--- src/logic/div_pkg.sv ---
`default_nettype none

package div_pkg;

    // **********************************************************************
    // operand widths
    // **********************************************************************
    typedef logic [63:0] xlen_t;   // full register word
    typedef logic [31:0] half_t;   // word-form operand

    localparam int DIV_STEPS = 64; // one quotient bit per step

    // **********************************************************************
    // request and tag
    // **********************************************************************
    typedef enum logic [1:0] {
        DIV_OP_DIV  = 2'd0, // signed quotient
        DIV_OP_DIVU = 2'd1, // unsigned quotient
        DIV_OP_REM  = 2'd2, // signed remainder
        DIV_OP_REMU = 2'd3  // unsigned remainder
    } div_op_t;

    typedef struct packed {
        div_op_t op;
        logic    word;     // 32-bit form
        xlen_t   dividend;
        xlen_t   divisor;
    } div_req_t;

    // carried alongside the magnitudes so fixup can restore signs
    typedef struct packed {
        logic neg_quot;
        logic neg_rem;
        logic by_zero;
        logic want_rem;
        logic word;
    } div_tag_t;

    typedef enum logic [1:0] {
        DIV_IDLE = 2'd0,
        DIV_RUN  = 2'd1,
        DIV_DONE = 2'd2
    } div_state_t;

endpackage

`default_nettype wire

--- src/logic/div_operand_prep.sv ---
`timescale 1ns/1ps
`default_nettype none

module div_operand_prep (
    input  div_pkg::div_req_t req,
    output div_pkg::xlen_t    abs_dividend,
    output div_pkg::xlen_t    abs_divisor,
    output div_pkg::div_tag_t tag
);
    import div_pkg::*;

    logic  is_signed;
    logic  want_rem;
    half_t dividend_lo;
    half_t divisor_lo;
    xlen_t dividend_ext;
    xlen_t divisor_ext;
    logic  dividend_neg;
    logic  divisor_neg;
    logic  divisor_zero;

    assign is_signed = (req.op == DIV_OP_DIV) || (req.op == DIV_OP_REM);
    assign want_rem  = (req.op == DIV_OP_REM) || (req.op == DIV_OP_REMU);

    assign dividend_lo = req.dividend[31:0];
    assign divisor_lo  = req.divisor[31:0];

    // **********************************************************************
    // word extension ignores the upper halves of word operands
    // **********************************************************************
    always_comb begin
        if (req.word) begin
            dividend_ext = {{32{is_signed & dividend_lo[31]}}, dividend_lo};
            divisor_ext  = {{32{is_signed & divisor_lo[31]}}, divisor_lo};
        end else begin
            dividend_ext = req.dividend;
            divisor_ext  = req.divisor;
        end
    end

    assign dividend_neg = is_signed & dividend_ext[63];
    assign divisor_neg  = is_signed & divisor_ext[63];
    assign divisor_zero = (divisor_ext == '0);

    // the most negative value maps onto itself and is still the right unsigned magnitude
    assign abs_dividend = dividend_neg ? (~dividend_ext + 64'd1) : dividend_ext;
    assign abs_divisor  = divisor_neg  ? (~divisor_ext + 64'd1)  : divisor_ext;

    always_comb begin
        tag          = '0;
        tag.neg_quot = (dividend_neg ^ divisor_neg) & ~divisor_zero;
        tag.neg_rem  = dividend_neg;                   // remainder follows the dividend
        tag.by_zero  = divisor_zero;
        tag.want_rem = want_rem;
        tag.word     = req.word;
    end

endmodule

`default_nettype wire

--- src/logic/div_radix2_core.sv ---
`timescale 1ns/1ps
`default_nettype none

module div_radix2_core (
    input  logic              clk,
    input  logic              rst,
    input  logic              start,
    input  logic              flush,
    input  div_pkg::xlen_t    abs_dividend,
    input  div_pkg::xlen_t    abs_divisor,
    input  div_pkg::div_tag_t tag,
    output logic              ready,
    output logic              done,
    output div_pkg::xlen_t    quot,
    output div_pkg::xlen_t    rem,
    output div_pkg::div_tag_t tag_q
);
    import div_pkg::*;

    localparam int CNT_W = $clog2(DIV_STEPS) + 1;

    div_state_t     state;
    logic [CNT_W-1:0] step_cnt;
    logic [127:0]   work;        // {partial remainder, quotient bits}
    xlen_t          divisor_q;   // stays aligned to the upper half
    logic           accept;
    logic [64:0]    rem_shift;   // shifted partial remainder with the carry out
    logic [64:0]    rem_diff;
    logic [127:0]   work_next;

    assign accept = start & (ready | flush);

    // **********************************************************************
    // one restoring step
    // **********************************************************************
    assign rem_shift = work[127:63];
    assign rem_diff  = rem_shift - {1'b0, divisor_q};

    always_comb begin
        if (!rem_diff[64]) begin                       // no borrow so the difference is kept
            work_next = {rem_diff[63:0], work[62:0], 1'b1};
        end else begin
            work_next = {rem_shift[63:0], work[62:0], 1'b0};
        end
    end

    // **********************************************************************
    // control
    // **********************************************************************
    always_ff @(posedge clk) begin
        if (rst) begin
            state    <= DIV_IDLE;
            step_cnt <= '0;
            ready    <= 1'b1;
        end else if (accept) begin                     // new request wins over flush
            state    <= DIV_RUN;
            step_cnt <= '0;
            ready    <= 1'b0;
        end else if (flush) begin
            state    <= DIV_IDLE;
            step_cnt <= '0;
            ready    <= 1'b1;
        end else begin
            case (state)
                DIV_RUN: begin
                    step_cnt <= step_cnt + 1'b1;
                    if (step_cnt == CNT_W'(DIV_STEPS - 1)) begin
                        state <= DIV_DONE;
                    end
                end
                DIV_DONE: begin
                    state    <= DIV_IDLE;
                    step_cnt <= '0;
                    ready    <= 1'b1;                  // rises with out_valid
                end
                default: state <= DIV_IDLE;
            endcase
        end
    end

    // datapath
    always_ff @(posedge clk) begin
        if (accept) begin
            work      <= {64'd0, abs_dividend};
            divisor_q <= abs_divisor;
            tag_q     <= tag;
        end else if (state == DIV_RUN) begin
            work <= work_next;
        end
    end

    assign done = (state == DIV_DONE) & ~flush;        // flushed result is dropped
    assign quot = work[63:0];
    assign rem  = work[127:64];

    // **********************************************************************
    // checks
    // **********************************************************************
    a_cnt_range: assert property (@(posedge clk) disable iff (rst)
        step_cnt <= CNT_W'(DIV_STEPS));

    a_done_pulse: assert property (@(posedge clk) disable iff (rst)
        done |=> !done);

    a_busy_not_ready: assert property (@(posedge clk) disable iff (rst)
        (state == DIV_RUN) |-> !ready);

endmodule

`default_nettype wire

--- src/logic/div_result_fixup.sv ---
`timescale 1ns/1ps
`default_nettype none

module div_result_fixup (
    input  logic              clk,
    input  logic              rst,
    input  logic              done,
    input  div_pkg::xlen_t    quot,
    input  div_pkg::xlen_t    rem,
    input  div_pkg::div_tag_t tag_q,
    output logic              out_valid,
    output div_pkg::xlen_t    result
);
    import div_pkg::*;

    xlen_t quot_signed;
    xlen_t rem_signed;
    xlen_t quot_final;
    xlen_t selected;
    xlen_t result_next;

    // **********************************************************************
    // result rules in order
    // **********************************************************************
    assign quot_signed = tag_q.neg_quot ? (~quot + 64'd1) : quot;
    assign rem_signed  = tag_q.neg_rem  ? (~rem + 64'd1)  : rem;

    // divide by zero gives an all-ones quotient
    assign quot_final = tag_q.by_zero ? '1 : quot_signed;

    assign selected = tag_q.want_rem ? rem_signed : quot_final;

    always_comb begin
        if (tag_q.word) begin
            result_next = {{32{selected[31]}}, selected[31:0]};
        end else begin
            result_next = selected;
        end
    end

    // **********************************************************************
    // output register
    // **********************************************************************
    always_ff @(posedge clk) begin
        if (rst) begin
            out_valid <= 1'b0;
        end else begin
            out_valid <= done;
        end
    end

    always_ff @(posedge clk) begin
        if (done) begin
            result <= result_next;
        end
    end

    a_out_pulse: assert property (@(posedge clk) disable iff (rst)
        out_valid |=> !out_valid);

endmodule

`default_nettype wire

--- src/logic/div_unit.sv ---
`timescale 1ns/1ps
`default_nettype none

module div_unit (
    input  logic              clk,
    input  logic              rst,
    input  logic              div_valid,
    input  logic              flush,
    input  div_pkg::div_req_t req,
    output logic              div_ready,
    output logic              out_valid,
    output div_pkg::xlen_t    result
);
    import div_pkg::*;

    xlen_t    abs_dividend;
    xlen_t    abs_divisor;
    div_tag_t tag;
    div_tag_t tag_q;
    logic     done;
    xlen_t    quot;
    xlen_t    rem;

    // **********************************************************************
    // prep -> core -> fixup
    // **********************************************************************
    div_operand_prep prep0 (
        .req          (req),
        .abs_dividend (abs_dividend),
        .abs_divisor  (abs_divisor),
        .tag          (tag)
    );

    div_radix2_core core0 (
        .clk          (clk),
        .rst          (rst),
        .start        (div_valid),    // acceptance is qualified inside the core
        .flush        (flush),
        .abs_dividend (abs_dividend),
        .abs_divisor  (abs_divisor),
        .tag          (tag),
        .ready        (div_ready),
        .done         (done),
        .quot         (quot),
        .rem          (rem),
        .tag_q        (tag_q)
    );

    div_result_fixup fixup0 (
        .clk       (clk),
        .rst       (rst),
        .done      (done),
        .quot      (quot),
        .rem       (rem),
        .tag_q     (tag_q),
        .out_valid (out_valid),
        .result    (result)
    );

endmodule

`default_nettype wire

--- config.mk ---
export PLATFORM = sky130hd
export DESIGN_NAME = div_unit
export DESIGN_NICKNAME = d
export VERILOG_FILES = /design/src/logic/div_pkg.sv /design/src/logic/div_operand_prep.sv /design/src/logic/div_radix2_core.sv /design/src/logic/div_result_fixup.sv /design/src/logic/div_unit.sv
export SDC_FILE = /design/constraint.sdc
export NUM_CORES = 1
export LEC_CHECK = 0
export ABC_CLOCK_PERIOD_IN_PS = 5000
export BUFFER_PORTS_ARGS = -buffer_cell sky130_fd_sc_hd__clkbuf_2
export CAP_MARGIN = 10
export CORE_MARGIN = 5
export CORE_UTILIZATION = 55
export CTS_CLUSTER_DIAMETER = 40
export DETAILED_ROUTE_END_ITERATION = 8
export PLACE_DENSITY_LB_ADDON = 0.25
export SYNTH_ARGS = -nofsm -noshare
export SYNTH_HDL_FRONTEND = slang
export SYNTH_HIERARCHICAL = 1
export SYNTH_SLANG_ARGS = --single-unit
--- constraint.sdc ---
create_clock -name clk -period 5 [get_ports clk]
set_input_delay 1 -clock clk [delete_from_list [all_inputs] [get_ports clk]]
set_output_delay 1 -clock clk [all_outputs]
set_load 0.01 [all_outputs]
; ---- After elaboration in Yosys (flattened, before gate mapping)
; Cells that the tools add are included.
; W data, S select, Z words.
[op_classes]
eq_ne = 6
multipliers = 0
magnitude_cmp = 0
n_reduce_logical = 9
n_bitwise = 16
n_mux = 20
shift = 0
addsub = 6
div_mod_pow = 0
[ops]
columns = op, count
row1 = $mux W64, 11
row2 = $add A64 B1 Y64 const B, 4
row3 = $not A64 Y64, 4
row4 = $mux W128, 1
row5 = $sub A65 B64 Y65, 1
row6 = $logic_not A64 Y1, 1
row7 = $pmux W7 S2, 1
row8 = $add A7 B1 Y7 const B, 1
row9 = $and A1 B1 Y1, 7
row10 = $eq A7 B6 Y1 const B, 1
row11 = $mux W1, 7
row12 = $eq A2 B2 Y1 const B, 3
row13 = $ne A4 B2 Y1 const B, 1
row14 = $reduce_bool A2 Y1, 2
row15 = $reduce_or A4 Y1, 1
row16 = $not A1 Y1, 3
row17 = $reduce_bool A3 Y1, 1
row18 = $reduce_or A3 Y1, 1
row19 = $eq A2 B1 Y1 const B, 1
row20 = $logic_not A2 Y1, 1
row21 = $logic_or A1 B1 Y1, 2
row22 = $or A1 B1 Y1, 1
row23 = $xor A1 B1 Y1, 1
[word_totals]
word_cells = 71
latch_bits = 0
ramBits = 0
mem_bits_ro = 0
input_bits = 135
n_memories = 0
ff_bits = 272
out_inout_bits = 66

; ---- Logic depth before layout (Yosys ltp)
; Gate-level depths: netlist (run 1).
[logic_depth]
depth_word = 8
mapped_depth = 16
mapped_depth_nobuf = 14

; ---- By module
; Netlist (run 1), hierarchy kept.
[modules_own_cells]
columns = module, area_per_inst_um2, seq_area_each_um2, cells_each, n_inst
row1 = div_radix2_core, 12472.0, 5475.3, 1365, 1
row2 = div_result_fixup, 6343.6, 1941.9, 727, 1
row3 = div_operand_prep, 4329.2, 0.0, 697, 1

; ---- Worst setup path before layout (run 1)
; No wires, ideal clock.
[synth_timing]
path_type = input-to-reg
from = input port flush
to = register fixup0.result[0] (enable)
n_path_buf = 0
slack_ns = 0.810
setup_ns = 0.488
t_required_ns = 4.512
arrival_time_ns = 3.702
path_stages = 1
path_cell_list = nor2_1
[synth_between]
elab_chain_len = 2
[synth_lines]
columns = element, line_no
row1 = from (decl), div_unit.sv:8  ; input logic flush,
row2 = $not A1 Y1, div_radix2_core.sv:92  ; assign done = (state == DIV_DONE) & ~flush;
row3 = $and A1 B1 Y1, div_radix2_core.sv:92
row4 = to (signal assigned), div_result_fixup.sv:54  ; result <= result_next;
row5 = to (decl), div_result_fixup.sv:12  ; output div_pkg::xlen_t result
; Every way passes these cells.
; A chain may end at the register's enable or synchronous reset.

; ---- Worst setup path after layout (run 1)
[layout_timing]
from = register core0.work[63]
to = register core0.work[82]
[layout_between]
elab_chain_len = 2
[layout_lines]
columns = element, line_no
row1 = from (decl), div_radix2_core.sv:24  ; logic [127:0] work;
row2 = from (signal assigned), div_radix2_core.sv:84  ; work <= {64'd0, abs_dividend};
row3 = from (signal assigned), div_radix2_core.sv:88  ; work <= work_next;
row4 = $sub A65 B64 Y65, div_radix2_core.sv:37  ; assign rem_diff = rem_shift - {1'b0, divisor_q};
row5 = $mux W128, div_radix2_core.sv:40  ; if (!rem_diff[64]) begin
; Every way passes these cells.

==> flow_metrics.env, run 1 <==
export IMPL_hp_class="reg -> reg"
export IMPL_fin_util_pct=60.9
export IMPL_postCtsSetupBuffers=0
export IMPL_fin_crit_sh_pct=85.7
export IMPL_routedWlPerCell_um=20.8
export IMPL_cts_buffers=44
export IMPL_synth_edff_count=197
export IMPL_setup_violations=0
export IMPL_worst_pin_slew_ns=1.06
export IMPL_synthDistinctLibCells=103
export IMPL_status="complete, no violations"
export IMPL_path_cells="inv_1 -> ha_1 -> fa_1 -> nand2b_1 -> a21oi_1 -> o21ai_1 -> o31ai_2 -> a211oi_2 -> o21ai_2 -> a31oi_4 -> o211a_4 -> xnor2_4 -> buf_12 -> buf_4 -> mux2i_1 -> a21oi_1"
export IMPL_synth_avg_cell_area_um2=8.30
export IMPL_synthCells=2789
export IMPL_p_per_area_mw_per_mm2=328
export IMPL_cts_root_buf="clkbuf_16"
export IMPL_antenna_left=0
export IMPL_cts_repair_resized=0
export IMPL_grt_pass1_vias=20834
export IMPL_clock_sinks=272
export IMPL_cpPeakStageDelay_ns=0.40
export IMPL_crit_buf_inv=3
export IMPL_drv_slew=0
export IMPL_start_kind="register"
export IMPL_clkTransAtPathRegs_ns=0.06
export IMPL_num_rows=75
export IMPL_whs_path_depth=2
export IMPL_antenna_found_initial=2
export IMPL_cts_tree="built"
export IMPL_finalHoldViolCount=0
export IMPL_place_congestion=0.961
export IMPL_min_period_ns=4.29
export IMPL_cpMostUsedCell="a21oi_1"
export IMPL_syn_nets=2996
export IMPL_finClkSkew_ns=0.0186
export IMPL_die_area_mm2=0.0463
export IMPL_layout_nets=3046
export IMPL_power_leakage_nw=10.3
export IMPL_critPathSlowestCell="edfxtp_1"
export IMPL_drtPass1Iterations=5
export IMPL_placed_area_mm2=0.0240
export IMPL_h_tree_depth=2
export IMPL_synth_seq_cells=272
export IMPL_synth_area_mm2=0.0231
export IMPL_cp_required_ns=5.40
export IMPL_fillCellCount=3712
export IMPL_clkPwrFrac_pct=36.6
export IMPL_worstPathArrival_ns=4.68
export IMPL_relSlewSlack_pct=29.1
export IMPL_drive_above_1_share_pct=13.8
export IMPL_io_pin_count=201
export IMPL_die_h_um=215
export IMPL_async_reset_ff_share_pct=0
export IMPL_dp_hpwl_mm=53.9
export IMPL_die_width_um=215
export IMPL_via_per_inst=6.39
export IMPL_core_mm2=0.0418
export IMPL_final_area_mm2=0.0254
export IMPL_synthToLayoutAreaGrowth_pct=9.95
export IMPL_end_kind="register"
export IMPL_rsz0062_at_grt="no"
export IMPL_pwr_share_comb_pct=28.2
export IMPL_seq_area_frac_synth_pct=32.0
export IMPL_io_buffers=200
export IMPL_grt_pass1_wl_mm=112
export IMPL_initial_core_util_pct=55.4
export IMPL_power_internal_mw=5.44
export IMPL_seqPwrFrac_pct=35.1
export IMPL_synth_warnings=6
export IMPL_synth_top_flop_cell="edfxtp_1"
export IMPL_placedCellCount=3332
export IMPL_cts_buffer_depth=3
export IMPL_tns_ns=0
export IMPL_maxCapViolations=0
export IMPL_ir_worst_vdd_mv=0.246
export IMPL_wirelength_mm=70.9
export IMPL_via_count=21799
export IMPL_layoutNonFillerInstCount=3414
export IMPL_holdWs_ns=0.520
export IMPL_worst_path_stages=16
export IMPL_final_common_cell="nand2_1"
export IMPL_clkLatencyLatePin_ns=0.56
export IMPL_track_usage_pct=29.1
export IMPL_overflow=0
export IMPL_r2r_cells=16
export IMPL_p_sw_mw=2.90
export IMPL_hold_buffers=0
export IMPL_swShare_pct=34.8
export IMPL_grt_max_degree=112
export IMPL_critPathMaxFanout=57
export IMPL_drt_initial_drc_count=2401
export IMPL_drc=0
export IMPL_clock_fmax_ghz=0.233
export IMPL_crit_family="compound AO/OA/AOI/OAI gates"
export IMPL_critPathKind="reg -> reg"
export IMPL_diodes=0
export IMPL_final_cell_mix="nand2_1 (358), a21oi_1 (221), clkbuf_2 (200)"
-- stage by stage --
| stage | power, mW | setup slack, ns |
|---|---|---|
| 3_5_place_dp | 5.28 | 0.814 |
| 6_report | 8.33 | 0.714 |
| 4_1_cts | 8.34 | 0.749 |
| 5_1_grt | 8.74 | 0.422 |
| 3_3_place_gp | 5.23 | 0.931 |
| 2_1_floorplan | 4.71 | 0.810 |
-- metal layers --
layer / GRT usage, % / part of all wire (%)
met5: 0.833 / 0.094
met4: 9.58 / 3.3
met3: 4.88 / 7.4
met2: 48.1 / 47
met1: 39.1 / 42
-- final timing paths --
| check | start | end | slack (ns) |
|---|---|---|---|
| max | core0/work[63] | core0/work[82] | 0.71 |
| min | core0/step_cnt[6] | core0/step_cnt[6] | 0.52 |
| max reg2reg | core0/work[63] | core0/work[82] | 0.71 |
| min reg2reg | core0/step_cnt[6] | core0/step_cnt[6] | 0.52 |
-- layout make-up --
type,instances,area [um^2],area share (%)
inverter,125,472,1.85
multi-input combinational,2162,14100,55.4
clock inverter,27,292,1.15
clock buffer,55,1200,4.70
sequential,272,7420,29.1
timing repair buffer,234,1290,5.08
tap,539,674,2.65
-- kinds of logic (layout without fill, tap and decap cells) --
family,after synthesis,in the layout,synth area share [%]
buf+inv,355,441,7.22
xor+xnor,254,254,9.69
mux,77,77,3.36
flops,272,272,32.0
compound gates,772,772,21.9
fa+ha+maj,72,72,3.92
simple gates,987,987,21.8
-- synth_stat cells, types with 49 or more instances --
cell type	count	area [um^2]
dfxtp_1	75	1500
o31ai_1	49	368
o21ai_0	167	836
ha_1	71	888
xor2_1	144	1260
nor3_1	76	380
nor2_1	175	657
buf_4	74	556
clkbuf_1	118	443
nand2_1	358	1340
inv_1	121	454
mux2i_1	72	721
edfxtp_1	197	5920
a21oi_1	221	1110
xnor2_1	109	955
-- flip-flops by register name, summed over array words and instances (netlist names) --
name,count
core0/step_cnt,7
fixup0/out_valid,1
core0/divisor_q,64
core0/state,2
fixup0/result,64
core0/ready,1
core0/work,128
core0/tag_q,5
-- tightest hold or removal path: cells and delay by family, from the launching register on --
| kind | cells | cell delay [ns] |
|---|---|---|
| flip-flops | 1 | 0.34 |
| XOR/XNOR | 1 | 0.08 |
| AND/OR/NAND/NOR | 1 | 0.07 |
-- power by group through the flow --
stage                     clock (mW)  combinational, mW  sequential [mW]
after floorplan                    0               1.89             2.82
after global placement             0               2.27             2.96
after detailed placement           0               2.31             2.97
after CTS                       3.09               2.33             2.92
after global routing            3.21               2.58             2.95
final                           3.05               2.35             2.93
Power figures use the tool's default switching activity.
==> run 2, diff against run 1 <==
--- a/config.mk
+++ b/config.mk
@@ -10,6 +10,7 @@
 export CAP_MARGIN = 10
 export CORE_MARGIN = 5
 export CORE_UTILIZATION = 55
+export CTS_BUF_LIST = sky130_fd_sc_hd__clkbuf_16
 export CTS_CLUSTER_DIAMETER = 40
 export DETAILED_ROUTE_END_ITERATION = 8
 export PLACE_DENSITY_LB_ADDON = 0.25
==> run 2 against run 1 <==
Against the previous run:
- flip-flop and latch count unchanged
- critical path depth is the same
- via count down 0.14%
- final cell count is the same
- sequential share of layout area is essentially flat
- core utilization barely moved
- die area stayed put
- critical endpoint is now core0/work[76]
- highest routed layer unchanged
==> flow_metrics.env, run 2 (same netlist as run 1, synthesis figures left out) <==
export IMPL_power_leakage_nw=10.3
export IMPL_clkLatencyLatePin_ns=0.56
export IMPL_fin_crit_sh_pct=85.7
export IMPL_grt_pass1_vias=20832
export IMPL_cts_tree="built"
export IMPL_ir_worst_vdd_mv=0.247
export IMPL_h_tree_depth=2
export IMPL_rsz0062_at_grt="no"
export IMPL_fillCellCount=3707
export IMPL_multi_input_area_mm2=0.0141
export IMPL_postCtsSetupBuffers=0
export IMPL_worst_pin_slew_ns=1.06
export IMPL_critPathKind="reg -> reg"
export IMPL_diodes=0
export IMPL_cts_buffers=44
export IMPL_drc=0
export IMPL_setup_violations=0
export IMPL_final_common_cell="nand2_1"
export IMPL_r2r_end="core0/work[76]"
export IMPL_routedWlPerCell_um=20.7
export IMPL_hold_end="core0/step_cnt[6]"
export IMPL_reg_top3="core0/work: 128 flops, core0/divisor_q: 64 flops, fixup0/result: 64 flops"
export IMPL_regMostFlops="core0/work"
export IMPL_drtPass1Iterations=6
export IMPL_maxCapViolations=0
export IMPL_antenna_left=0
export IMPL_track_usage_pct=29.1
export IMPL_cts_repair_resized=0
export IMPL_clock_sinks=272
export IMPL_hp_class="reg -> reg"
export IMPL_critPathMaxFanout=57
export IMPL_core_mm2=0.0418
export IMPL_initial_core_util_pct=55.4
export IMPL_min_from="core0/step_cnt[6]"
export IMPL_whs_path_depth=2
export IMPL_grt_max_degree=112
export IMPL_tns_ns=0
export IMPL_p_per_area_mw_per_mm2=326
export IMPL_status="complete, no violations"
export IMPL_drt_initial_drc_count=2310
export IMPL_finalHoldViolCount=0
export IMPL_io_pin_count=201
export IMPL_wirelength_mm=70.7
export IMPL_cts_root_buf="clkbuf_16"
export IMPL_min_period_ns=4.29
export IMPL_r2r_slack_ns=0.71
export IMPL_layoutNonFillerInstCount=3414
export IMPL_finClkSkew_ns=0.0185
export IMPL_io_buffers=200
export IMPL_die_width_um=215
export IMPL_die_h_um=215
export IMPL_cts_buffer_depth=3
export IMPL_seq_area_mm2=0.00742
export IMPL_placedCellCount=3332
export IMPL_final_cell_mix="nand2_1 (358), a21oi_1 (221), clkbuf_2 (199)"
export IMPL_end_kind="register"
export IMPL_largest_reg_flops=128
export IMPL_cp_required_ns=5.39
export IMPL_hold_buffers=0
export IMPL_start_kind="register"
export IMPL_grt_pass1_wl_mm=112
export IMPL_layout_nets=3046
export IMPL_place_congestion=0.961
export IMPL_via_count=21769
export IMPL_dp_hpwl_mm=53.9
export IMPL_synthToLayoutAreaGrowth_pct=9.90
export IMPL_clock_fmax_ghz=0.233
export IMPL_drv_slew=0
export IMPL_worstReg2RegStart="core0/work[63]"
export IMPL_relSlewSlack_pct=28.9
export IMPL_clkTransAtPathRegs_ns=0.06
export IMPL_via_per_inst=6.38
export IMPL_total_power_mw=8.29
export IMPL_antenna_found_initial=2
export IMPL_drive_above_1_share_pct=13.7
export IMPL_overflow=0
export IMPL_fin_util_pct=60.9
export IMPL_num_rows=75
export IMPL_holdWs_ns=0.520
export IMPL_r2r_cells=16
export IMPL_die_area_mm2=0.0463
export IMPL_worstPathArrival_ns=4.68
## run 2: cell types whose count changed in the layout (fill, tap and decap cells not counted)
cell and delta:
clkinv_1 +1, clkbuf_2 -1, clkbuf_8 -1, clkbuf_1 -7
inv_1 +8
## run 2: final cells by class
cell class / instances / share of cell area, %
inverter: 125 / 1.85
tap: 539 / 2.65
timing repair buffer: 234 / 5.09
sequential: 272 / 29.2
multi-input combinational: 2162 / 55.4
clock buffer: 46 / 4.53
clock inverter: 36 / 1.28
## run 2: per-stage QoR
step                area, um^2  worst slack [ns]
finish                   25400             0.714
global route             25400             0.422
CTS                      25400             0.749
detailed placement       24000             0.814
global placement         24000             0.931
floorplan                23100             0.810
## run 2: how the worst max path moves through the flow
stage	start	end	slack, ns	cells past startpoint
floorplan	flush	fixup0/result[0]	0.81	1
global route	core0/work[63]	core0/work[76]	0.42	16
finish	core0/work[63]	core0/work[76]	0.71	16
CTS	core0/work[63]	core0/work[82]	0.75	16
global placement	core0/work[63]	core0/work[79]	0.93	16
detailed placement	core0/work[63]	core0/work[76]	0.81	16
## run 2: report_power, final
group          leakage [nW]  internal (mW)  switching, mW
Combinational          7.02          0.914           1.44
Sequential             2.51           2.67          0.263
Clock                 0.760           1.82           1.19
Total                  10.3           5.40           2.89
## run 2: critical path: stages, from the launching register on
cell	delay (ns)
edfxtp_1	0.40
inv_1	0.11
ha_1	0.24
fa_1	0.40
nand2b_1	0.19
a21oi_1	0.18
o21ai_1	0.18
o31ai_2	0.30
a211oi_2	0.18
o21ai_2	0.33
a31oi_4	0.16
o211a_4	0.28
xnor2_4	0.16
buf_12	0.33
buf_4	0.32
mux2i_1	0.25
a21oi_1	0.08
## run 2: metal layers
metal	wire [um]	GRT usage, %	up-vias
met3	5400	4.88	171
met5	65	0.833	-
met1	29500	39.1	10358
met2	33300	48.0	947
li1	-	-	10289
met4	2360	9.58	4
